`config.mk`:
```
export PLATFORM = sky130hd
export DESIGN_NAME = instFetch
export DESIGN_NICKNAME = d
export VERILOG_FILES = /design/src/logic/memPkg.sv /design/src/logic/instFetch.sv
export SDC_FILE = /design/constraint.sdc
export NUM_CORES = 1
export LEC_CHECK = 0
export BUFFER_PORTS_ARGS = -buffer_cell sky130_fd_sc_hd__buf_4
export CAP_MARGIN = 20
export CORE_UTILIZATION = 45
export DETAILED_ROUTE_END_ITERATION = 16
export PLACE_DENSITY = 0.84
export SKIP_CTS_REPAIR_TIMING = 1
export SYNTH_ARGS = -nofsm -noshare
export SYNTH_HDL_FRONTEND = slang
export SYNTH_SLANG_ARGS = --single-unit
```
`constraint.sdc`:
```
create_clock -name clk -period 7.04 [get_ports clk]
set_input_delay 0.352 -clock clk [delete_from_list [all_inputs] [get_ports clk]]
set_output_delay 0.352 -clock clk [all_outputs]
set_load 0.05 [all_outputs]
```
`src/logic/memPkg.sv`:
```
`default_nettype none

package memPkg;

    // byte address space of the shared RAM
    localparam int AddrWidth = 12;

    // word and RAM port widths
    localparam int DataWidth = 32;
    localparam int ByteWidth = 8;

    // first fetch address after reset
    localparam logic [AddrWidth-1:0] ResetPc = '0;

    // access size of one memory request
    typedef enum logic [1:0] {
        SizeByte = 2'd0,
        SizeHalf = 2'd1,
        SizeWord = 2'd2
    } memSize_e;

    // bit positions in the arbiter grant vector
    localparam int ClientData  = 0;
    localparam int ClientFetch = 1;

endpackage

`default_nettype wire

```
`src/logic/instFetch.sv`:
```
`default_nettype none

module instFetch
    import memPkg::*;
(
    input  wire logic                 clk,
    input  wire logic                 rst,
    input  wire logic                 fetchEn,
    input  wire logic                 redirect,
    input  wire logic [AddrWidth-1:0] redirectPc,
    output logic                      fetchReq,
    output logic      [AddrWidth-1:0] fetchAddr,
    input  wire logic                 fetchDone,
    input  wire logic [DataWidth-1:0] rdata,
    output logic                      instValid,
    output logic      [DataWidth-1:0] inst,
    output logic      [AddrWidth-1:0] instPc
);

    logic [AddrWidth-1:0] pc;
    // fetch in flight was overtaken by a redirect
    logic                 discard;

    always_ff @(posedge clk) begin
        if (rst) begin
            pc        <= ResetPc;
            fetchReq  <= 1'b0;
            discard   <= 1'b0;
            instValid <= 1'b0;
        end else begin
            instValid <= 1'b0;
            if (fetchReq) begin
                if (fetchDone) begin
                    fetchReq <= 1'b0;
                    discard  <= 1'b0;
                    if (!discard && !redirect) begin
                        instValid <= 1'b1;
                        inst      <= rdata;
                        instPc    <= fetchAddr;
                        pc        <= fetchAddr + AddrWidth'(4);
                    end
                end else if (redirect) begin
                    discard <= 1'b1;
                end
            end else if (fetchEn && !redirect) begin
                fetchReq  <= 1'b1;
                fetchAddr <= pc;
            end
            // redirect overrides any pc step
            if (redirect) begin
                pc <= redirectPc;
            end
        end
    end

endmodule

`default_nettype wire

```
==> key figures <==
Clocking
  – CTS tree: done
  – Clk_lat worst skew: 0.33 ns
  – Clock Tree Buf Depth: 2
  – CTS Sinks: 71
  – # H-tree levels: 3
  – TritonCTS Buffers: 9
  – CTS Root Cell: clkbuf_8
  – Register clock-pin slew on the reported worst setup and hold paths: 0.07 ns

Logic synthesis
  – Syn_nets: 209
  – Number of synthesized flops with an enable pin: 56
  – Post-synth top cells: 56 x edfxtp_1, 17 x nand2_1, 15 x dfxtp_1, 7 x a21oi_1, 6 x nor2_1
  – Syn. warnings: 0
  – Netlist cell types: 35
  – Synth area leaders: edfxtp_1 67%, dfxtp_1 12%, nand2_1 2.5%
  – #FFs+latches synth: 71
  – Average cell area after synthesis: 15.8 µm²
  – Post-synthesis sequential area ratio: 79.1%
  – Most frequent cell after synthesis: edfxtp_1
  – Top cell type's share of synthesized area: 67.1%
  – Cell count after synthesis: 159
  – Area leader, netlist: edfxtp_1
  – Async SR Flop Fraction: 0%
  – Synth Cell Area: 2500 µm²
  – Most used DFF post-synth: edfxtp_1

Timing
  – WHS: 0.197 ns
  – Final worst slack: 5.00 ns
  – Final setup vio count: 0
  – Rel. slew slack: 42.2%
  – Least-Margin Pin Slew: 0.865 ns
  – Peak Freq: 491 MHz
  – Pins Over Slew Limit: 0
  – Hold violation total from the final report: 0
  – Unrepaired setup endpoints after global routing: no
  – Skew final: 0.00522 ns
  – Post-Route Setup TNS: 0 ns
  – Final min period: 2.04 ns
  – Final period util: 28.9%

Global routing
  – Met1 usage: 24.8%
  – First-pass GRT wire length: 8560 µm
  – Busiest layer in global routing: met2
  – Grt total ovfl: 0
  – Antenna violations before repair: 0
  – GRT Total Usage: 19.4%
  – Vias in the first global route: 1682
  – Largest net degree at the start of global routing: 45
  – Met2 usage: 31.4%
  – Met3 usage: 5.51%

Floorplan
  – Top Ports: 107
  – Initial core utilization: 47.8%
  – Die X: 76.6 µm
  – Die height: 76.6 µm
  – Core Region: 5240 µm²
  – DIE AREA: 5870 µm²
  – Row cnt: 26

Critical path
  – Nature of the critical path startpoint: flip-flop
  – Arrival time at the worst endpoint: 1.99 ns
  – Crit path cell chain: and3b_2 > nand2_1 > inv_2
  – Setup crit end kind: flip-flop
  – Slowest CP cell: inv_2
  – CP max stage delay: 0.66 ns
  – Worst reg2reg path depth: 3
  – Critical path class: reg -> reg
  – End of the worst register-to-register path: inst[5]
  – WP buf/inv: 1
  – Flop2flop setup slack: 5.00 ns
  – Delay-heaviest family, CP: buffers and inverters
  – Worst reg2reg startpoint: fetchReq
  – WP data required: 6.99 ns
  – CP Max Fanout: 44

Placed design
  – Final Wtd Congestion: 0.764
  – DP Worst Slack: 5.00 ns
  – Hpwl dp: 3880 µm
  – IO buf count: 106

Pwr
  – Power Dens Cells: 225 nW/µm²
  – Static Leak: 1.40 nW
  – Power, Total: 793 µW
  – VDD IR max: 158 µV

Detailed routing
  – TritonRoute pass-1 iters: 4
  – DR WL/cell: 15.8 µm
  – Initial DRC Count: 92
  – Post-Route WL: 5430 µm
  – Residual DRC count: 0
  – Routed Antenna Nets: 0
  – Vias: 1732
  – Vias per cell: 5.03

Finish
  – Area growth from synthesis to layout: 40.7%
  – Fin nets: 320
  – Number of diodes: 0
  – Share of cells above drive strength 1: 45.3%
  – Finished Core Util: 67.3%

Min path
  – Hold path cells: 1
  – WHS Endpoint: inst[1]
  – Hold wc startpoint: rdata[1]
  – Min-delay worst type: in -> reg

Run status
  – Status: complete, no violations

Job
  – Max_cap viols: 0
## kinds of logic (layout without fill, tap and decap cells)
kind of cell,count (synthesis),in the layout,synth area share (%)
buf+inv,9,124,1.70
xor+xnor,6,6,2.10
compound gates,27,27,6.89
mux,1,1,0.400
simple gates,44,44,9.29
flops,71,71,79.1
fa+ha+maj,1,1,0.499
## final cells by class
class	count	area (µm²)
tap	70	87.6
fill	388	1710
timing repair buffer	107	803
sequential	71	1980
multi-input combinational	79	487
clock buffer	12	135
inverter	2	7.51
clock inverter	3	21.3
## flip-flops by register name, indices dropped and copies added (netlist names)
| register | count |
|---|---|
| instValid | 1 |
| fetchAddr | 12 |
| discard | 1 |
| inst | 32 |
| fetchReq | 1 |
| instPc | 12 |
| pc | 12 |
## metrics by stage
stage	cell area (µm²)	std cells
2_1_floorplan	2500	159
3_3_place_gp	3370	329
3_5_place_dp	3370	329
4_1_cts	3520	344
5_1_grt	3520	344
6_report	3520	344
## cell usage in the layout, fill, tap and decap left out, drive strengths merged
master,netlist,final
xnor2,3,3
ha,1,1
nor4b,1,1
nand2,17,17
o221ai,1,1
a21oi,8,8
a211o,2,2
mux2i,1,1
buf,2,107
nand4,2,2
dfxtp,15,15
edfxtp,56,56
and3b,2,2
clkinv,0,2
o22ai,4,4
nor2b,2,2
nor2,7,7
nand3,4,4
o21ai,4,4
a31oi,2,2
a211oi,1,1
nand3b,2,2
and4,2,2
a21o,4,4
xor2,3,3
clkbuf,5,12
nor3b,1,1
and3,2,2
inv,2,2
a22oi,1,1
nor3,1,1
or4b,1,1
clkinvlp,0,1
## layer usage
| layer | routed length, µm | part of all wire (%) | vias up |
|---|---|---|---|
| li1 | - | - | 817 |
| met1 | 2360 | 44 | 815 |
| met2 | 2600 | 48 | 93 |
| met3 | 411 | 7.6 | 7 |
| met4 | 50 | 0.92 | 0 |
| met5 | 0 | 0 | - |
## worst max path at each step
stage	cells after the start	slack, ns	to	start
after floorplan	3	4.50	fetchAddr[0]	redirect
after global placement	4	5.06	inst[21]	redirect
after detailed placement	4	5.00	inst[25]	redirect
after CTS	3	4.99	inst[12]	fetchReq
after global routing	3	4.83	inst[7]	fetchReq
final	3	5.00	inst[5]	fetchReq
## power breakdown
group	internal [mW]	switching, mW
logic	0.0298	0.0337
registers	0.462	0.00695
clock network	0.126	0.135
total	0.618	0.176
Note: power is estimated with default switching activity, not from simulation.
