===== src/logic/memPkg.sv =====
`default_nettype none

package memPkg;

    // byte address space of the shared RAM
    localparam int AddrWidth = 12;

    // word and RAM port widths
    localparam int DataWidth = 32;
    localparam int ByteWidth = 8;

    // first fetch address after reset
    localparam logic [AddrWidth-1:0] ResetPc = '0;

    // access size of one memory request
    typedef enum logic [1:0] {
        SizeByte = 2'd0,
        SizeHalf = 2'd1,
        SizeWord = 2'd2
    } memSize_e;

    // bit positions in the arbiter grant vector
    localparam int ClientData  = 0;
    localparam int ClientFetch = 1;

endpackage

`default_nettype wire


===== src/logic/memArbiter.sv =====
`default_nettype none

module memArbiter
    import memPkg::*;
(
    input  wire logic                 clk,
    input  wire logic                 rst,
    input  wire logic                 dataReq,
    input  wire logic [AddrWidth-1:0] dataAddr,
    input  wire memSize_e             dataSize,
    input  wire logic                 dataWrite,
    input  wire logic [DataWidth-1:0] dataWdata,
    input  wire logic                 fetchReq,
    input  wire logic [AddrWidth-1:0] fetchAddr,
    output logic                      dataDone,
    output logic                      fetchDone,
    output logic      [DataWidth-1:0] rdata,
    output logic                      seqStart,
    output logic      [AddrWidth-1:0] seqAddr,
    output memSize_e                  seqSize,
    output logic                      seqWrite,
    output logic      [DataWidth-1:0] seqWdata,
    input  wire logic                 seqDone,
    input  wire logic [DataWidth-1:0] seqRdata
);

    logic [1:0] grant;
    logic       startQ;
    logic       idle;

    assign idle = (grant == 2'b00);

    // data client wins when both are waiting
    always_ff @(posedge clk) begin
        if (rst) begin
            grant  <= 2'b00;
            startQ <= 1'b0;
        end else begin
            startQ <= 1'b0;
            if (idle) begin
                if (dataReq) begin
                    grant[ClientData] <= 1'b1;
                    startQ            <= 1'b1;
                end else if (fetchReq) begin
                    grant[ClientFetch] <= 1'b1;
                    startQ             <= 1'b1;
                end
            end else if (seqDone) begin
                grant <= 2'b00;
            end
        end
    end

    assign seqStart = startQ;
    assign seqAddr  = grant[ClientData] ? dataAddr : fetchAddr;
    // fetch is always a word read
    assign seqSize  = grant[ClientData] ? dataSize : SizeWord;
    assign seqWrite = grant[ClientData] & dataWrite;
    assign seqWdata = grant[ClientData] ? dataWdata : '0;

    assign dataDone  = seqDone & grant[ClientData];
    assign fetchDone = seqDone & grant[ClientFetch];
    assign rdata     = seqRdata;

    doneNeedsGrant: assert property (@(posedge clk) disable iff (rst) seqDone |-> !idle);

endmodule

`default_nettype wire


===== config.mk =====
export PLATFORM = sky130hd
export DESIGN_NAME = memArbiter
export DESIGN_NICKNAME = d
export VERILOG_FILES = /design/src/logic/memPkg.sv /design/src/logic/memArbiter.sv
export SDC_FILE = /design/constraint.sdc
export NUM_CORES = 1
export LEC_CHECK = 0
export BUFFER_PORTS_ARGS = -buffer_cell sky130_fd_sc_hd__buf_2
export CORE_AREA = 2 2 69 71
export DETAILED_ROUTE_END_ITERATION = 12
export DIE_AREA = 0 0 71 73
export GPL_TIMING_DRIVEN = 0
export SYNTH_ARGS = -nofsm -noshare
export SYNTH_HDL_FRONTEND = slang
export SYNTH_SLANG_ARGS = --single-unit

===== constraint.sdc =====
create_clock -name clk -period 1.7 [get_ports clk]
set_clock_uncertainty 0.15 [all_clocks]
set_input_delay 0.255 -clock clk [delete_from_list [all_inputs] [get_ports clk]]
set_output_delay 0.255 -clock clk [all_outputs]
set_load 0.05 [all_outputs]

==> out/metrics.sh <==
OUTCOME='completed'
FLOORPLAN.INITIALDENSITY=0.163
ROOT_BUFFER='sky130_fd_sc_hd__clkbuf_8'
GRT_MAX_DEGREE=11
WORST-ENDPOINT-ARRIVAL_PS=1260
GRT_USAGE=0.0927
CLOCK_TREE_FROM_TRITONCTS='built'
GRT_PASS1_VIAS=915
FINAL_MAX_SLEW_VIOL_COUNT=0
TNS_PS=0
PORT_BUFFERS=145
CORE_AREA_UM2=4540
FINAL_MIN_PERIOD_OVER_CLOCK_PERIOD=0.978
AREA_GROWTH_SYN_TO_LAYOUT_PCT=128
ANTENNA_DIODE_COUNT=0
SYNTH-ASYNC-RESET-RATIO=0
MIN-DELAY-PATH-CLASS='in -> reg'
POST-ROUTE-MIN-PERIOD_PS=1660
REG2REG_TO='grant[1]'
DRIVE_GT1_FRAC=0.810
SYNTH_XOR_AREA_FRAC=0
WHS_PS=75.6
TIMING.FMAX_MHz=602
CRIT_TYPE='reg -> out'
DRT_DRC_VIOLATIONS_LEFT=0
SYNTH_AREA_LEADER_CELL='sky130_fd_sc_hd__buf_4'
SLEW_HEADROOM=0.824
SYNTH_SEQ_AREA_SHARE=0.0812
PLEAK_uW=0.00104
AVGSYNTHCELLAREA_UM2=7.62
ROWS=25
POST-PLACE-CELLS=296
COMBINATIONAL_FAMILY_WITH_THE_MOST_AREA_AFTER_SYNTHESIS='simple AND/OR/NAND/NOR gates'
NETLIST_TOP_CELLS_AREA='sky130_fd_sc_hd__buf_4, sky130_fd_sc_hd__and2_1, sky130_fd_sc_hd__mux2_2, sky130_fd_sc_hd__dfxtp_1, sky130_fd_sc_hd__nand2b_1'
POST_LAYOUT_NONFILLER_INSTANCES=301
CTS_BUFFERS=3
WL_PER_CELL_UM=9.36
RSZ0062_AT_GRT='true'
SYNTH.YOSYS.WARNINGS=0
MAPPEDNETLISTNETS=193
CRIT_BUF_INV=2
YOSYS.AREA_SHARE.ADDER=0
CRITICAL_PATH.ENDPOINT_TYPE='output pin'
MOST_USED_STANDARD_CELL_BY_INSTANCE_COUNT_AFTER_SYNTHESIS='sky130_fd_sc_hd__and2_1'
SYNTH-COMPOUND-AREA-SHARE=0.0135
FF2FF_PATH_DEPTH=2
CLOCK_INSERTION_DELAY_WORST_SKEW_PS=210
WORST_PATH_LARGEST_CELL_DELAY_PS=380
MAX_CAP_VIOL_COUNT=0
POSTSYNTHREGISTERBITS=3
NETLIST_AREA_BEFORE_PLACEMENT_UM2=739
VIA_PER_INST=3.72
IR_DROP_uV=225
DR_TOTAL_VIAS=1121
NETLIST_INSTANCES=97
NETLIST_TOP_CELLS_COUNT='sky130_fd_sc_hd__and2_1, sky130_fd_sc_hd__buf_4, sky130_fd_sc_hd__mux2_2'
TIMING.FINAL.SETUP_VIOLATIONS=0
ROUTE.ANTENNA.REMAINING_NETS=0
CRIT_PATH_CELL_TRACE='buf_8 -> mux2_2 -> buf_6'
CTS.HTREE.LEVELS=1
DETAILEDROUTE.FIRSTITERATIONVIOLATIONS=4
WORSTHOLDSTART='rst'
POWER_PER_CELL_AREA_nW_PER_UM2=633
CRIT_REQUIRED_PS=1290
WL_UM=2820
SYNTH_EDF_COUNT=0
SYNTH_MUX_AREA_FRAC=0.183
CHIPHEIGHT_UM=73
CPMAXSTAGEDELAYCELL='sky130_fd_sc_hd__dfxtp_4'
SYNTH_TOP_CELL_AREA_SHARE=0.325
GRT_REMAINING_OVERFLOW=0
CRITPATHLAUNCHTYPE='flop'
MAX-CLOCK-PATH-BUFFERS=2
CLOCK-SINKS=3
WORST_PIN_SLEW_PS=261
MINIMUM_SETUP_SLACK_AMONG_REG_TO_REG_PATHS_PS=500
WORST_HOLD_STAGES=2
HOLD_VIOLATIONS=0
WORST_HOLD_PATH.ENDPOINT='grant[0]'
TIMING.CRITICAL_PATH.MAX_DELAY_FAMILY='flip-flops'
WORST_SETUP_HOLD_PATH_CLK_SLEW_PS=30
POST_ROUTE_TOTAL_POWER_uW=1070
DETAILEDPLACEMENTHPWL_UM=2440
DRT_PASS1_ITERATIONS=2
DIE_AREA_UM2=5180
SYNTH_FF_TYPE='sky130_fd_sc_hd__dfxtp_1'
FIN_NETS=344
OVERALL_DIE_WIDTH_UM=71
YOSYS.AREA_SHARE.SIMPLE=0.369
SYNTH_CELL_TYPES=12
WIRE_LENGTH_OF_THE_FIRST_GLOBAL_ROUTING_PASS_UM=3740
CRITPATHMAXFANOUT=10
GP_ROUTABILITY_CONGESTION=0.686
GRT_ANTENNA_BEFORE_REPAIR=0
R2R-START='grant[0]'
PORTS=178
worst reg2reg max path, stage by stage, from the launching register on:
cell and delay [ps]:
sky130_fd_sc_hd__dfxtp_4 360, sky130_fd_sc_hd__or4b_1 500, sky130_fd_sc_hd__a21oi_1 120
flip-flops by register name (all words and copies together), names as in the netlist:
| signal | count |
|---|---|
| grant | 2 |
| seqStart | 1 |
report_power, final:
| group | internal (uW) | switching (uW) | total [uW] |
|---|---|---|---|
| clock network | 160 | 44.8 | 205 |
| registers | 76.4 | 6.83 | 83.3 |
| logic | 268 | 510 | 777 |
| total | 504 | 562 | 1070 |
cell type report:
type | instances | area, um2
plain buffers | 37 | 282
fillers | 491 | 2850
clock buffers | 4 | 45.0
flip-flops and latches | 3 | 63.8
repair buffers | 146 | 808
multi-input cells | 57 | 418
well taps | 54 | 67.6
per-layer routing:
layer  up-vias  track usage  wire [um]
met5         -            0          0
met4         0       0.0566         35
met3         2       0.0262        366
met2        90        0.177       1520
met1       454       0.0875        890
li1        575            -          -
cells by family after synthesis:
logic type,after synthesis
simple gates,43
buf+inv,37
mux,12
flops,3
compound gates,2
cells in the final DEF (no fill, tap or decap):
master / n
sky130_fd_sc_hd__nor2_1: 1
sky130_fd_sc_hd__nor4_1: 1
sky130_fd_sc_hd__clkbuf_1: 1
sky130_fd_sc_hd__a21oi_1: 2
sky130_fd_sc_hd__and2_1: 36
sky130_fd_sc_hd__nand2b_1: 3
sky130_fd_sc_hd__buf_8: 1
sky130_fd_sc_hd__buf_2: 133
sky130_fd_sc_hd__dfxtp_4: 1
sky130_fd_sc_hd__or3b_2: 1
sky130_fd_sc_hd__clkbuf_8: 3
sky130_fd_sc_hd__or4b_1: 1
sky130_fd_sc_hd__dfxtp_1: 2
sky130_fd_sc_hd__buf_6: 13
sky130_fd_sc_hd__clkbuf_2: 3
sky130_fd_sc_hd__mux2_2: 12
sky130_fd_sc_hd__buf_4: 33
how the worst max path moves through the flow:
stage / from / to / slack, ps / cells after the start
after floorplan: grant[0] / seqAddr[0] / 230 / 2
after global placement: grant[0] / seqAddr[1] / -70 / 3
after detailed placement: grant[0] / seqAddr[1] / -60 / 3
after CTS: grant[0] / seqAddr[10] / -20 / 3
after global routing: grant[0] / seqAddr[1] / -10 / 3
final: grant[0] / seqAddr[1] / 40 / 3
per-stage QoR:
stage	util	area [um2]	worst slack (ps)
after global routing	0.371	1680	-10.4
after CTS	0.361	1640	-15.3
final	0.371	1680	37.6
after floorplan	-	739	232
after detailed placement	0.338	1530	-64.5
after global placement	0.338	1530	-66.6
what timing repair did:
item	4_1_cts	5_1_grt
setup endpoints to repair	47	42
gates resized for setup	19	18
hold buffers	0	0
buffers inserted	1	0
cloned	0	0
hold endpoints to repair	0	0
Power figures use the tool's default switching activity.
