[config.mk]
export PLATFORM = sky130hd
export DESIGN_NAME = loadStore
export DESIGN_NICKNAME = d
export VERILOG_FILES = /design/src/logic/memPkg.sv /design/src/logic/loadStore.sv
export SDC_FILE = /design/constraint.sdc
export NUM_CORES = 1
export LEC_CHECK = 0
export BUFFER_PORTS_ARGS = -buffer_cell sky130_fd_sc_hd__buf_2
export CAP_MARGIN = 25
export CORE_MARGIN = 4
export CORE_UTILIZATION = 30
export DETAILED_ROUTE_END_ITERATION = 8
export HOLD_SLACK_MARGIN = 0.02
export SYNTH_ARGS = -nofsm -noshare
export SYNTH_HDL_FRONTEND = slang
export SYNTH_SLANG_ARGS = --single-unit
[constraint.sdc]
create_clock -name clk -period 5.8 [get_ports clk]
set_clock_uncertainty 0.05 [all_clocks]
set_input_delay 0.87 -clock clk [delete_from_list [all_inputs] [get_ports clk]]
set_output_delay 0.87 -clock clk [all_outputs]
set_load 0.05 [all_outputs]
[src/logic/memPkg.sv]
`default_nettype none

package memPkg;

    // byte address space of the shared RAM
    localparam int AddrWidth = 12;

    // word and RAM port widths
    localparam int DataWidth = 32;
    localparam int ByteWidth = 8;

    // first fetch address after reset
    localparam logic [AddrWidth-1:0] ResetPc = '0;

    // access size of one memory request
    typedef enum logic [1:0] {
        SizeByte = 2'd0,
        SizeHalf = 2'd1,
        SizeWord = 2'd2
    } memSize_e;

    // bit positions in the arbiter grant vector
    localparam int ClientData  = 0;
    localparam int ClientFetch = 1;

endpackage

`default_nettype wire

[src/logic/loadStore.sv]
`default_nettype none

module loadStore
    import memPkg::*;
(
    input  wire logic                 clk,
    input  wire logic                 rst,
    input  wire logic                 lsEn,
    input  wire logic                 lsWrite,
    input  wire memSize_e             lsSize,
    input  wire logic                 lsSigned,
    input  wire logic [AddrWidth-1:0] lsAddr,
    input  wire logic [DataWidth-1:0] lsWdata,
    output logic                      lsBusy,
    output logic                      dataReq,
    output logic      [AddrWidth-1:0] dataAddr,
    output memSize_e                  dataSize,
    output logic                      dataWrite,
    output logic      [DataWidth-1:0] dataWdata,
    input  wire logic                 dataDone,
    input  wire logic [DataWidth-1:0] rdata,
    output logic                      lsDone,
    output logic      [DataWidth-1:0] lsRdata
);

    logic                 signedQ;
    logic [DataWidth-1:0] loadExt;

    assign dataReq = lsBusy;

    // sign or zero extend by access size
    always_comb begin
        case (dataSize)
            SizeByte: loadExt = {{(DataWidth-8){signedQ & rdata[7]}}, rdata[7:0]};
            SizeHalf: loadExt = {{(DataWidth-16){signedQ & rdata[15]}}, rdata[15:0]};
            default:  loadExt = rdata;
        endcase
    end

    always_ff @(posedge clk) begin
        if (rst) begin
            lsBusy <= 1'b0;
            lsDone <= 1'b0;
        end else begin
            lsDone <= 1'b0;
            if (!lsBusy) begin
                if (lsEn) begin
                    lsBusy    <= 1'b1;
                    dataAddr  <= lsAddr;
                    dataSize  <= lsSize;
                    dataWrite <= lsWrite;
                    dataWdata <= lsWdata;
                    signedQ   <= lsSigned;
                end
            end else if (dataDone) begin
                lsBusy  <= 1'b0;
                lsDone  <= 1'b1;
                lsRdata <= dataWrite ? '0 : loadExt;
            end
        end
    end

endmodule

`default_nettype wire

==> results by group, run 1 <==
STA
  – Fin crit period: between 2 and 2.5 ns
  – Setup violators final: 0
  – FMAX: about 0.42 GHz
  – Setup TNS: 0 ns
  – Max Slew Vio Count: 0
  – Setup slack after layout: roughly 3.4 ns
  – Relative slew slack: 0.433
  – Final hold slack: roughly 0.52 ns
  – Hold Violations, Final: 0
  – RSZ-0062 raised after global routing: no
  – Slew @ Worst Pin: between 0.8 and 0.9 ns
  – Crit share post-route: 0.409

Logic synthesis
  – Cell Area, Synth: 2930 sq um
  – Post-Synth Adder-Cell Area: 0
  – Register area share after synthesis: 0.835
  – Main combinational cell family by area after synthesis: compound AO/OA/AOI/OAI gates
  – Fraction of the mapped netlist area in simple logic gates: 0.0355
  – Syn Nets: about 230
  – Cells after Synth: around 140
  – Post-synthesis area per instance: just over 20 sq um
  – Warnings from Yosys: 0
  – Yosys reg bits: approximately 80
  – Synth Area in XOR/XNOR: 0
  – Post-synthesis mux area share: 0.00470
  – Synth Area in Compound Gates: 0.0992
  – Post-synth cell types: 20

Floorplan
  – DIE WIDTH: between 100 and 150 um
  – Die area: 11400 sq um
  – Die H: ~110 um
  – Starting density of the core: 0.312
  – Std cell rows: 35
  – Io pins: approximately 170
  – Core Area: between 9000 and 10000 sq um

Clock tree
  – Post-CTS resize count: 0
  – Cts hold-fix bufs: 0
  – Max H-tree Level: 3
  – CTS root buf: clkbuf_8
  – Longest Clk Path Bufs: 2
  – Worst-path clk slew: 0.09 ns
  – CTS tree: done
  – CTS Sinks: 82
  – Post-CTS setup buffer count: 0
  – Total CTS buffers: 9
  – Worst-Skew Late Latency: approximately 0.34 ns

Global route
  – First-pass GRT wire length: 10.3 mm
  – Largest net degree at the start of global routing: 49
  – Global Route Usage Sum: 0.119
  – Vias in the first global route: 2046
  – Initial antenna violation count: 0
  – GR Overflow Total: 0

Drt
  – Antenna-violating nets left: 0
  – First-pass DRT Iterations: 4
  – DRT Wirelength: 6.78 mm
  – WL/cell: roughly 15 um
  – Vias post-DR: ~1.9k
  – Routed vias/inst: roughly 4.2
  – Drt initial violations: 34
  – Drt drc: 0

Finish
  – Nets: 395
  – N_diodes: 0
  – Area delta synth->final: 39.1%
  – Fillers: 909
  – Layout cell share with drive strength beyond 1: 0.623
  – Final core occ: 0.434

Power and ir drop
  – VDD IR-drop max: between 0.15 and 0.2 mV
  – PwrDens: 305 nW/um^2
  – Static Leakage: ~1.6 nW

Worst setup path
  – Worst path top cell family by delay: flip-flops
  – Slowest cell on crit path: edfxtp_1
  – CP peak stage delay: between 0.7 and 0.8 ns
  – Worst Setup SP: dataWrite
  – Required @ worst endpoint: ~4.9 ns
  – WP data arrival: 1.45 ns
  – Flop-to-flop setup slack: 3.83 ns
  – Crit Path Category: flip-flop to output port
  – Crit-path cells: buf_2
  – CP bufs+invs: 1
  – CP max FO: 19
  – Startpoint Class: flip-flop
  – Critical path capture point type: output port
  – RR Startpoint: dataWrite

Placement
  – Detailed Place HPWL: between 5 and 6 mm
  – IO buf count: roughly 170
  – Placer Congestion: about 0.75
  – Place WS: 3.67 ns

Worst hold path
  – Launch point of the worst hold path: dataReq
  – Hold/Removal Path Class: flip-flop to flip-flop

Status
  – Outcome: complete, no violations

Flow run
  – Maxcap violations: 0
-- layer usage --
metal | GRT usage | share of wire | wire length [um]
met2 | 0.191 | 0.46 | 3110
met3 | 0.0807 | 0.16 | 1050
met4 | 0.0329 | 0.010 | 68
met1 | 0.128 | 0.38 | 2550
met5 | 0 | 0 | 0
-- kinds of logic after synthesis --
| kind of cell | after synthesis |
|---|---|
| muxes | 1 |
| AOI/OAI and AO/OA | 33 |
| DFF | 82 |
| and+or+nand+nor | 16 |
| buffers and inverters | 10 |
-- power by group --
group	total (W)	leakage, nW	internal [W]	switching (W)
logic	0.000146	0.789	0.0000422	0.000104
registers	0.000682	0.757	0.000674	0.00000805
clock network	0.000412	0.0979	0.000202	0.000210
-- cells in the final DEF, fill, tap and decap left out, drive strengths merged --
cell,n
buf,168
edfxtp,80
o2bb2ai,16
clkbuf,9
o21ai,8
a21oi,8
nor2b,5
and2b,4
nor2,3
clkinv,3
inv,2
dfxtp,2
nor3b,1
nand2,1
or3b,1
mux2i,1
nand4bb,1
a211oi,1
bufinv,1
clkinvlp,1
-- path summary, 6_finish.rpt --
kind / to / cells after the start
setup reg to reg: lsRdata[16] / 2
hold reg to reg: dataReq / 1
hold / removal: dataReq / 1
setup / recovery: dataWrite / 1
-- registers in the layout, summed over array words and instances (netlist names) --
| name | flops |
|---|---|
| dataAddr | 12 |
| dataReq | 1 |
| dataSize | 2 |
| dataWdata | 32 |
| dataWrite | 1 |
| lsDone | 1 |
| lsRdata | 32 |
| signedQ | 1 |
-- cell type report --
type,instances,area (sq um),share of cell area
sequential,82,2440,0.600
clock buffer,9,124,0.0304
clock inverter,7,76.3,0.0188
timing repair buffer,168,848,0.208
tap,129,161,0.0397
multi-input combinational,50,418,0.103
-- Yosys cell counts --
master,count,area [sq um]
nor2_1,3,11.3
a21oi_1,8,40.0
or3b_1,1,8.76
nand4bb_1,1,11.3
nand2_1,1,3.75
edfxtp_1,80,2400
dfxtp_1,2,40.0
buf_6,2,22.5
buf_8,1,15.0
nor2b_1,5,31.3
and2b_1,4,30.0
o2bb2ai_2,10,150
a211oi_1,1,7.51
buf_4,2,15.0
buf_2,4,20.0
o2bb2ai_1,6,52.6
o21ai_0,8,40.0
clkbuf_1,1,3.75
nor3b_1,1,7.51
mux2i_2,1,13.8
-- through the flow --
stage               total power, W  cell area [sq um]  std cells
floorplan                 0.000792               2930        142
detailed placement        0.000843               3870        429
global route               0.00129               4070        445
CTS                        0.00126               4070        445
global placement          0.000842               3870        429
finish                     0.00124               4070        445
Power figures use the tool's default switching activity.
==> run 2: changes to the inputs <==
--- a/config.mk
+++ b/config.mk
@@ -5,6 +5,7 @@
 export SDC_FILE = /design/constraint.sdc
 export NUM_CORES = 1
 export LEC_CHECK = 0
+export ABC_AREA = 1
 export BUFFER_PORTS_ARGS = -buffer_cell sky130_fd_sc_hd__buf_2
 export CAP_MARGIN = 25
 export CORE_MARGIN = 4
==> constraint.sdc (replaced) <==
create_clock -name clk -period 2 [get_ports clk]
set_clock_uncertainty 0.05 [all_clocks]
set_input_delay 0.3 -clock clk [delete_from_list [all_inputs] [get_ports clk]]
set_output_delay 0.3 -clock clk [all_outputs]
set_load 0.05 [all_outputs]
==> run 2 against run 1 <==
Net effect: via count grew 9.6%; hold slack lost 0.44 ns; flip-flop and latch count is the same; synthesized cell count grew 45%; critical path type unchanged; register-to-register slack lost 3.2 ns; sequential power grew to 2.9 times the previous value; clock power grew to 2.7 times the previous value; combinational power grew to 3.1 times the previous value; die area grew 3.0%; wire length grew 0.38%; setup slack lost 3.0 ns.
==> results by group, run 2 <==
Logic synthesis
  – Post-synth EDFFs: 80
  – Synth area leaders: edfxtp_1 80%, nand2_1 5.3%, inv_1 3.9%
  – Post-synth top area share: 0.795
  – Synth cell count leaders: 80 x edfxtp_1, 43 x nand2_1, 31 x inv_1, 12 x nand3_1, 11 x nor2_1
  – Register area share after synthesis: 0.809
  – Most instantiated library cell after synthesis: edfxtp_1
  – Cells after Synth: roughly 200
  – Post-synthesis async set-or-reset flop share: 0
  – Yosys reg bits: 82
  – Syn Nets: between 200 and 300
  – Warnings from Yosys: 0
  – Post-synth top area cell: edfxtp_1
  – Post-synth cell types: 18
  – Dominant synthesized flop cell: edfxtp_1
  – Cell Area, Synth: 3020 sq um
  – Post-synthesis area per instance: about 15 sq um

Drt
  – Drt drc: 0
  – WL/cell: roughly 13 um
  – DRT Wirelength: 6.81 mm
  – Vias post-DR: between 2k and 2.5k
  – Drt initial violations: 37
  – Antenna-violating nets left: 0
  – First-pass DRT Iterations: 4
  – Routed vias/inst: roughly 4

Clock tree
  – CTS Sinks: slightly above 80
  – CTS root buf: clkbuf_8
  – CTS tree: done
  – Post-CTS resize count: 0
  – Cts hold-fix bufs: 0
  – Worst-Skew Late Latency: around 0.34 ns
  – Total CTS buffers: 9
  – Max H-tree Level: 3
  – Post-CTS setup buffer count: 0
  – Worst-path clk slew: approximately 0.080 ns
  – Longest Clk Path Bufs: 2

STA
  – Fin crit period: between 1.5 and 2 ns
  – Hold Violations, Final: 0
  – FMAX: 0.648 GHz
  – RSZ-0062 raised after global routing: no
  – Crit share post-route: 0.771
  – Slew @ Worst Pin: 0.462 ns
  – Setup slack after layout: about 0.46 ns
  – Relative slew slack: 0.692
  – Max Slew Vio Count: 0
  – Setup TNS: 0 ns
  – Setup violators final: 0

Global route
  – Initial antenna violation count: 0
  – First-pass GRT wire length: 10.4 mm
  – GR Overflow Total: 0
  – Vias in the first global route: approximately 2.1k
  – Largest net degree at the start of global routing: 49
  – Global Route Usage Sum: 0.120

Power and ir drop
  – Static Leakage: roughly 2.0 nW
  – PwrDens: 845 nW/um^2
  – VDD IR-drop max: 0.503 mV

Worst setup path
  – Worst Setup SP: dataWrite
  – CP max FO: 17
  – Critical path capture point type: output port
  – WP data arrival: 1.19 ns
  – Crit Path Category: flip-flop to output port
  – RR Startpoint: dataSize[1]
  – Required @ worst endpoint: approximately 1.7 ns
  – Startpoint Class: flip-flop

Status
  – Outcome: complete, no violations

Floorplan
  – Die H: roughly 110 um
  – Die area: 11700 sq um
  – Std cell rows: 36
  – Starting density of the core: 0.309
  – Io pins: 166
  – Core Area: 9770 sq um
  – DIE WIDTH: ~110 um

Finish
  – N_diodes: 0
  – Most frequent cells in the layout: 165 x buf_2, 80 x edfxtp_1, 43 x nand2_1, 31 x inv_1, 12 x nand3_1
  – Top Registers: dataWdata (32), lsRdata (32), dataAddr (12)
  – Layout cell share with drive strength beyond 1: 0.503
  – Most common cell after layout, fill and taps aside: buf_2
  – Fillers: about 940
  – Nets: between 400 and 500
  – Area delta synth->final: 38.9%

Placement
  – IO buf count: 165
  – Placer Congestion: between 0.7 and 0.8
  – Place WS: 0.530 ns
  – Detailed Place HPWL: slightly above 5 mm

Worst hold path
  – Hold/Removal Path Class: primary input to flip-flop
  – Launch point of the worst hold path: lsWdata[26]

Flow run
  – Maxcap violations: 0
==> run 2: cell types whose count changed in the layout (fill, tap and decap cells not counted), sizes merged, moves of 4 or more <==
cell	before	now
and2b	4	0
inv	2	31
nand2	1	45
nand3	0	16
nor2	3	13
nor2b	5	0
o21ai	8	0
o2bb2ai	16	0
==> run 2: worst paths after layout <==
path,endpoint,slack [ns],cells after the start
max,dataWrite,0.46,2
min reg2reg,lsDone,0.57,3
min,dataWdata[26],0.08,1
max reg2reg,lsRdata[29],0.59,5
==> run 2: cell families after synthesis <==
kind of cell,count (synthesis),share of synthesized area
compound gates,9,0.0153
simple gates,75,0.114
flops,82,0.809
buf+inv,40,0.0621
==> run 2: worst max-delay path: stages (launching register included) <==
cell and delay [ns]:
edfxtp_1 0.35, buf_4 0.21, buf_2 0.29
==> run 2: power breakdown <==
part	internal, W	leakage, nW	switching (W)	total [W]
registers	0.00195	0.761	0.0000163	0.00197
clock network	0.000567	0.0890	0.000560	0.00113
logic	0.000130	1.14	0.000320	0.000450
==> run 2: metrics by stage <==
stage	cell area [sq um]	hold slack [ns]	power [W]	cells	util
3_3_place_gp	4010	0.426	0.00246	499	0.410
5_1_grt	4200	0.0448	0.00373	515	0.429
4_1_cts	4200	0.0523	0.00361	515	0.429
2_1_floorplan	3040	0.349	0.00231	206	-
3_5_place_dp	4010	0.428	0.00247	499	0.410
6_report	4200	0.0823	0.00355	515	0.429
==> run 2: routing by layer <==
layer	vias up	wire (um)	track usage
met5	-	0	0
met4	0	87	0.0460
met2	114	3090	0.185
met1	912	2520	0.129
li1	1030	-	-
met3	7	1110	0.0830
==> run 2: final cells by class <==
class                      count  area [sq um]  area share
sequential                    82          2440       0.582
timing repair buffer         169           881       0.210
multi-input combinational     84           405      0.0966
tap                          133           166      0.0397
clock buffer                  10           128      0.0304
inverter                      31           116      0.0277
clock inverter                 6          57.6      0.0137
