File: config.mk
export PLATFORM = sky130hd
export DESIGN_NAME = byteSequencer
export DESIGN_NICKNAME = d
export VERILOG_FILES = /design/src/logic/memPkg.sv /design/src/logic/byteSequencer.sv
export SDC_FILE = /design/constraint.sdc
export NUM_CORES = 1
export LEC_CHECK = 0
export BUFFER_PORTS_ARGS = -buffer_cell sky130_fd_sc_hd__buf_4
export CAP_MARGIN = 5
export CORE_MARGIN = 2
export CORE_UTILIZATION = 48
export CTS_CLUSTER_DIAMETER = 50
export DETAILED_ROUTE_END_ITERATION = 6
export PLACE_DENSITY = 0.83
export SKIP_LAST_GASP = 1
export SYNTH_ARGS = -nofsm -noshare
export SYNTH_HDL_FRONTEND = slang
export SYNTH_SLANG_ARGS = --single-unit
File: constraint.sdc
create_clock -name clk -period 3.44 [get_ports clk]
set_input_delay 0.516 -clock clk [delete_from_list [all_inputs] [get_ports clk]]
set_output_delay 0.516 -clock clk [all_outputs]
set_load 0.02 [all_outputs]
File: src/logic/memPkg.sv
`default_nettype none

package memPkg;

    // byte address space of the shared RAM
    localparam int AddrWidth = 12;

    // word and RAM port widths
    localparam int DataWidth = 32;
    localparam int ByteWidth = 8;

    // first fetch address after reset
    localparam logic [AddrWidth-1:0] ResetPc = '0;

    // access size of one memory request
    typedef enum logic [1:0] {
        SizeByte = 2'd0,
        SizeHalf = 2'd1,
        SizeWord = 2'd2
    } memSize_e;

    // bit positions in the arbiter grant vector
    localparam int ClientData  = 0;
    localparam int ClientFetch = 1;

endpackage

`default_nettype wire

File: src/logic/byteSequencer.sv
`default_nettype none

module byteSequencer
    import memPkg::*;
(
    input  wire logic                 clk,
    input  wire logic                 rst,
    input  wire logic                 pause,
    input  wire logic                 start,
    input  wire logic [AddrWidth-1:0] addr,
    input  wire memSize_e             size,
    input  wire logic                 write,
    input  wire logic [DataWidth-1:0] wdata,
    output logic                      done,
    output logic      [DataWidth-1:0] rdata,
    output logic      [AddrWidth-1:0] ramAddr,
    output logic                      ramWe,
    output logic      [ByteWidth-1:0] ramWdata,
    input  wire logic [ByteWidth-1:0] ramRdata
);

    logic                 active;
    logic                 writeQ;
    logic [1:0]           lastIdx;
    logic [AddrWidth-1:0] baseAddr;
    logic [DataWidth-1:0] wdataQ;
    logic [DataWidth-1:0] dataQ;
    logic [2:0]           issueCnt;
    logic [1:0]           retCnt;
    logic                 pending;
    logic                 issuing;
    logic [1:0]           byteIdx;
    logic [DataWidth-1:0] merged;

    assign issuing = active && !writeQ && (issueCnt <= {1'b0, lastIdx});

    // while paused, keep re-reading the byte in flight so it is not lost
    assign byteIdx = (pause && pending) ? retCnt : issueCnt[1:0];
    assign ramAddr = baseAddr + AddrWidth'(byteIdx);

    assign ramWe    = active && writeQ && !pause;
    assign ramWdata = wdataQ[ByteWidth-1:0];

    // returned byte k goes to bits 8k+7:8k
    assign merged = dataQ | (DataWidth'(ramRdata) << (ByteWidth * retCnt));
    assign rdata  = (pending && !writeQ) ? merged : dataQ;

    always_comb begin
        done = 1'b0;
        if (active && !pause) begin
            if (writeQ) begin
                done = (issueCnt[1:0] == lastIdx);
            end else begin
                done = pending && (retCnt == lastIdx);
            end
        end
    end

    always_ff @(posedge clk) begin
        if (rst) begin
            active  <= 1'b0;
            pending <= 1'b0;
        end else if (!active) begin
            if (start) begin
                active   <= 1'b1;
                writeQ   <= write;
                baseAddr <= addr;
                wdataQ   <= wdata;
                dataQ    <= '0;
                issueCnt <= '0;
                retCnt   <= '0;
                pending  <= 1'b0;
                case (size)
                    SizeByte: lastIdx <= 2'd0;
                    SizeHalf: lastIdx <= 2'd1;
                    default:  lastIdx <= 2'd3;
                endcase
            end
        end else if (!pause) begin
            if (done) begin
                active  <= 1'b0;
                pending <= 1'b0;
            end else if (writeQ) begin
                // next byte to the low lane
                issueCnt <= issueCnt + 3'd1;
                wdataQ   <= wdataQ >> ByteWidth;
            end else begin
                pending <= issuing;
                if (issuing) begin
                    issueCnt <= issueCnt + 3'd1;
                end
                if (pending) begin
                    retCnt <= retCnt + 2'd1;
                    dataQ  <= merged;
                end
            end
        end
    end

    noStartWhileActive: assert property (@(posedge clk) disable iff (rst) start |-> !active);

endmodule

`default_nettype wire

==> results of run 1 <==
## cells in the final DEF, fill, tap and decap left out, types with 7 or more instances in the layout
cell type / count
and2_1: 9
inv_1: 7
xnor2_1: 12
a21o_1: 33
mux2_2: 26
buf_4: 117
clkbuf_8: 9
a21oi_1: 35
edfxtp_1: 84
nor2b_1: 48
## metrics by stage
stage / cells / power [mW] / util (%)
floorplan: 330 / 1.45 / -
global placement: 522 / 1.56 / 59.0
detailed placement: 522 / 1.58 / 59.0
CTS: 538 / 2.36 / 61.5
global route: 539 / 2.43 / 61.6
finish: 539 / 2.34 / 61.6
## worst max-delay path by stage
stage / start / endpoint / slack [ps] / depth (start not counted)
after floorplan: lastIdx[0]$_DFFE_PP_ / dataQ[0]$_SDFFCE_PN0P_ / 660 / 3
after global placement: pause / ramAddr[10] / 700 / 10
after detailed placement: pause / ramAddr[10] / 620 / 10
after CTS: retCnt[0]$_SDFFCE_PN0P_ / ramAddr[10] / 470 / 8
after global routing: pending$_SDFFE_PP0P_ / ramAddr[10] / 320 / 9
final: retCnt[0]$_SDFFCE_PN0P_ / ramAddr[8] / 500 / 8
## worst max-delay path, cell delays in order, from the launching register on
cell,delay [ps]
edfxtp_1,480
mux2_2,200
ha_1,170
inv_1,60
fa_1,390
nor2b_1,280
nand3_1,140
xnor2_1,190
buf_4,170
## sequential cells by signal (all words and copies together) (netlist names)
name / cells
baseAddr: 12
dataQ: 32
pending: 1
issueCnt: 3
writeQ: 1
lastIdx: 2
retCnt: 2
active: 1
wdataQ: 32
## cell type report
class,instances,share of cell area (%)
clock inverter,7,1.82
tap,108,2.53
clock buffer,9,2.32
sequential,86,47.9
multi-input combinational,204,28.3
inverter,7,0.491
timing repair buffer,118,16.6
## power by group through the flow
stage | registers, mW | clock network [mW] | logic (mW)
after floorplan | 1.25 | 0 | 0.196
after global placement | 1.26 | 0 | 0.308
after detailed placement | 1.26 | 0 | 0.317
after CTS | 1.24 | 0.801 | 0.319
after global routing | 1.24 | 0.845 | 0.342
final | 1.24 | 0.786 | 0.316
## metal layers
metal | up-vias | track usage (%) | wire length [um]
met3 | 14 | 3.58 | 548
met5 | - | 0 | 0
met4 | 0 | 5.90 | 130
li1 | 1381 | - | -
met1 | 1334 | 23.9 | 3580
met2 | 104 | 30.4 | 4490
## cell families (layout without fill, tap and decap cells)
family | after synthesis | in the layout | synth area share [%]
buffers and inverters | 40 | 141 | 4.76
AO/OA/AOI/OAI | 75 | 75 | 11.6
flip-flops | 86 | 86 | 60.2
AND/OR/NAND/NOR | 84 | 84 | 12.0
adder cells (fa/ha/maj) | 6 | 6 | 1.94
multiplexers | 26 | 26 | 6.88
XOR/XNOR | 13 | 13 | 2.68
==> results_dict.tcl, run 1 <==
set metrics [dict create \
    grt_overflow 0 \
    min_to "baseAddr[6]$_DFFE_PP_" \
    cts.sink_count 86 \
    grt_max_degree 72 \
    syn_inst 330 \
    powerDensity_nw_per_um2 437 \
    p_leak_nw 2.22 \
    switchingPower_uw 557 \
    ctsHoldBuffers 0 \
    max_slew_margin_pct 54.9 \
    reg2reg_to "issueCnt[2]$_SDFFCE_PN0P_" \
    vias_per_cell 5.26 \
    yosysWarningCount 0 \
    cts_resized 0 \
    crit_type "reg2out" \
    rsz0062_at_grt "false" \
    synth.area.top_cells "edfxtp_1 59%, nor2b_1 7.1%, mux2_2 6.9%" \
    cts_tree "built" \
    track_usage_pct 18.1 \
    dpl.hpwl_mm 6.13 \
    skew_ps 15.8 \
    maxCapViolCount 0 \
    final.setup.tns_ps 0 \
    timing.hold.ws_ps 338 \
    io_buffer_count 112 \
    peakVddDrop_mv 0.224 \
    fin_crit_sh_pct 85.5 \
    postCtsSetupBuffers 0 \
    drt_iter0_drc 171 \
    h-tree-depth 3 \
    min-delay-start "addr[6]" \
    synth_area_leader_cell "edfxtp_1" \
    num_antenna_cells 0 \
    syn_area_per_cell_um2 12.9 \
    antenna_found_initial 0 \
    insertion_delay_ps 350 \
    path_max_fanout 7 \
    drive_above_1_share_pct 38.3 \
    yosysMostFrequentCell "edfxtp_1" \
    pre_cts_slack_ps 621 \
    end_kind "output pin" \
    cp.required_ps 2920 \
    boundaryPins 113 \
    min_period_ps 2940 \
    intPower_mw 1.78 \
    clock-root-buffer "clkbuf_8" \
    wl_mm 8.75 \
    core_um2 8680 \
    hold_path.class "in2reg" \
    synth_top_area_share_pct 59.3 \
    via_count 2833 \
    final_cell_area_um2 5350 \
    numCtsBuffers 9 \
    ys_top_cells_by_count "84 x edfxtp_1, 48 x nor2b_1, 35 x a21oi_1" \
    pwr-share-seq_pct 52.9 \
    drtPass1Iterations 4 \
    ys_seq_area_share_pct 60.2 \
    hold_viol_final 0 \
    synth_ff_type "edfxtp_1" \
    worst_pin_slew_ps 677 \
    rr_worst_depth 4 \
    regArea_um2 2560 \
    synth_cell_types 32 \
    grt_pass1_wl_mm 14.0 \
    die_w_um 98.2 \
    final_net_count 491 \
    synth_edf_count 84 \
    pwr-share-comb_pct 13.5 \
    fp.dieH_um 98.2 \
    synth_nets 395 \
    fmax_ghz 0.340 \
    r2r-start "issueCnt[0]$_SDFFCE_PN0P_" \
    reg2reg_slack_ps 1360 \
    crit_arrival_ps 2430 \
    num_rows 34 \
    critPathLaunchType "flop" \
    synth-seq-cells 86 \
    min_path_cells 1 \
    swShare_pct 23.8 \
    setup_viol 0 \
    cts_max_path_buffers 2 \
    area_growth_pct 25.7 \
    fillCellCount 703 \
    clkTransAtPathRegs_ps 100 \
    status "completed" \
    power_frac_clock_pct 33.6 \
    syn_area_um2 4260 \
    placed_cell_area_um2 5120 \
    first_global_vias 2862 \
    die_area_um2 9630 \
    antenna_left 0 \
    async_flop_share_pct 0 \
    start_util_pct 49.0 \
    multi_input_area_um2 1510 \
    fin_ws_ps 498 \
    wire_per_inst_um 16.2 \
    final_max_slew_viol_count 0 \
    drcViolationCount 0 \
    place_congestion 0.820 \
]
No activity file was read; power rests on OpenSTA's default activity.
==> run 2, diff against run 1 <==
- ABC_AREA: not set -> 1
- CELL_PAD_IN_SITES_DETAIL_PLACEMENT: not set -> 0
- CELL_PAD_IN_SITES_GLOBAL_PLACEMENT: not set -> 1
- CORE_UTILIZATION: 48 -> 36
- PLACE_DENSITY: 0.83 -> 0.82
==> results_dict.tcl, run 2 <==
set metrics [dict create \
    maxCapViolCount 0 \
    dp.cells 669 \
    yosysMostFrequentCell "nand2_1" \
    area_growth_pct 28.4 \
    pre_cts_slack_ps 572 \
    path_cells "inv_2 -> o21ai_0 -> ha_1 -> inv_1 -> fa_1 -> nor2_2 -> nand2_2 -> nor2_4 -> nand2_1 -> xor2_1 -> buf_4" \
    crit_start "retCnt[0]$_SDFFCE_PN0P_" \
    drive_above_1_share_pct 28.2 \
    cts_resized 0 \
    first_global_vias 3147 \
    clock-root-buffer "clkbuf_16" \
    synth_area_leader_cell "edfxtp_1" \
    min-delay-start "rst" \
    synth_edf_count 84 \
    cp.required_ps 2920 \
    crit_arrival_ps 2480 \
    numCtsBuffers 9 \
    ys_top_cells_by_count "96 x nand2_1, 84 x edfxtp_1, 56 x nor2_1" \
    largestRegisters "dataQ: 32 flops, wdataQ: 32 flops, baseAddr: 12 flops" \
    via_count 3337 \
    path_max_fanout 19 \
    synth_ff_type "edfxtp_1" \
    drt_iter0_drc 182 \
    yosysWarningCount 0 \
    end_kind "output pin" \
    synth_top_area_share_pct 59.5 \
    stdcell_count 685 \
    vias_per_cell 4.87 \
    skew_ps 8.63 \
    ys_seq_area_share_pct 60.4 \
    die_area_um2 12700 \
    dpl.hpwl_mm 6.87 \
    num_rows 39 \
    fin_ws_ps 447 \
    grt_pass1_wl_mm 15.8 \
    place_congestion 0.828 \
    rsz0062_at_grt "false" \
    utilization_pct 47.5 \
    wl_mm 9.90 \
    insertion_delay_ps 340 \
    final_net_count 602 \
    cp_slowest_cell "fa_1" \
    ctsHoldBuffers 0 \
    io_buffer_count 112 \
    setup_viol 0 \
    status "completed" \
    num_antenna_cells 0 \
    cts.sink_count 86 \
    cts_tree "built" \
    grt_max_degree 35 \
    critPathLaunchType "flop" \
    synth_nets 500 \
    p_total_mw 2.56 \
    synth-seq-cells 86 \
    syn_area_um2 4240 \
    antenna_left 0 \
    drcViolationCount 0 \
    powerDensity_nw_per_um2 470 \
    max_slew_margin_pct 41.2 \
    peakVddDrop_mv 0.325 \
    critPathMaxStageDelay_ps 410 \
    fin_crit_sh_pct 87.0 \
    mostFrequentLayoutCells "119 x buf_4, 96 x nand2_1, 84 x edfxtp_1, 55 x nor2_1, 42 x a21oi_1" \
    postCtsSetupBuffers 0 \
    final_max_slew_viol_count 0 \
    synth_cell_types 31 \
    r2r-start "issueCnt[0]$_SDFFCE_PN0P_" \
    worst_pin_slew_ps 879 \
    fp.dieH_um 113 \
    drtPass1Iterations 6 \
    min_period_ps 2990 \
    hold_path.class "in2reg" \
    boundaryPins 113 \
    core_um2 11500 \
    grt_overflow 0 \
    crit_type "reg2out" \
    wire_per_inst_um 14.5 \
    syn_inst 435 \
    fmax_ghz 0.334 \
    final_common_cell "buf_4" \
    p_leak_nw 2.37 \
    cts_max_path_buffers 2 \
    async_flop_share_pct 0 \
    start_util_pct 37.0 \
    synth.area.top_cells "edfxtp_1 59%, nand2_1 8.5%, a21oi_1 5.1%" \
    hold_viol_final 0 \
    die_w_um 113 \
    syn_area_per_cell_um2 9.75 \
    track_usage_pct 15.8 \
    h-tree-depth 3 \
    clkTransAtPathRegs_ps 60 \
    final.setup.tns_ps 0 \
    antenna_found_initial 0 \
]
## run 2: changes by cell type in the layout (fill, tap and decap cells not counted), moves of 17 or more
| cell | delta |
|---|---|
| inv_1 | +33 |
| nand3_1 | +17 |
| mux2_2 | -26 |
| a21o_1 | -33 |
| nor2b_1 | -48 |
| o21ai_0 | +17 |
| nor2_1 | +50 |
| nand2_1 | +93 |
## run 2: power by group
group	total (mW)	switching, mW	leakage [nW]	internal, mW
logic	0.415	0.253	1.43	0.162
clock network	0.889	0.398	0.130	0.491
registers	1.26	0.0255	0.810	1.23
## run 2: critical path, delay by kind of cell (launching register included)
kind                     cells  cell delay (ps)
adder cells (fa/ha/maj)      2              600
AND/OR/NAND/NOR              4              430
flip-flops                   1              360
buffers and inverters        3              360
AO/OA/AOI/OAI                1              210
XOR/XNOR                     1              150
## run 2: area by class of cell
type / count / area, um2
clock buffers: 11 / 233
clock inverters: 5 / 35.0
fillers: 1110 / 6020
inverters: 44 / 168
multi-input cells: 277 / 1380
flip-flops and latches: 86 / 2560
well taps: 143 / 179
repair buffers: 119 / 893
## run 2: worst paths after layout
check / end / slack, ps / cells past startpoint
worst max-delay path: ramAddr[10] / 450 / 11
worst min-delay path: active$_SDFF_PP0_ / 350 / 2
worst max register to register: wdataQ[31]$_SDFFCE_PP0P_ / 1000 / 7
worst min register to register: wdataQ[10]$_DFFE_PP_ / 510 / 2
## run 2: metal layers
metal / track usage (%) / routed length [um] / up-vias
met5: 0 / 0 / -
met4: 5.45 / 140 / 0
met3: 4.86 / 1030 / 10
met2: 23.8 / 4520 / 161
met1: 21.8 / 4210 / 1512
li1: - / - / 1654
## run 2: through the flow
stage	area [um2]	hold slack, ps
after floorplan	4240	491
after global placement	5180	499
after detailed placement	5180	503
after CTS	5450	342
after global routing	5450	338
final	5450	348
## run 2: kinds of logic after synthesis
logic type,share of synthesized area [%]
buffers and inverters,7.58
adders and majority gates,1.95
xor gates and xnor gates,2.27
and+or+nand+nor,19.1
DFF,60.4
AOI/OAI and AO/OA,8.70
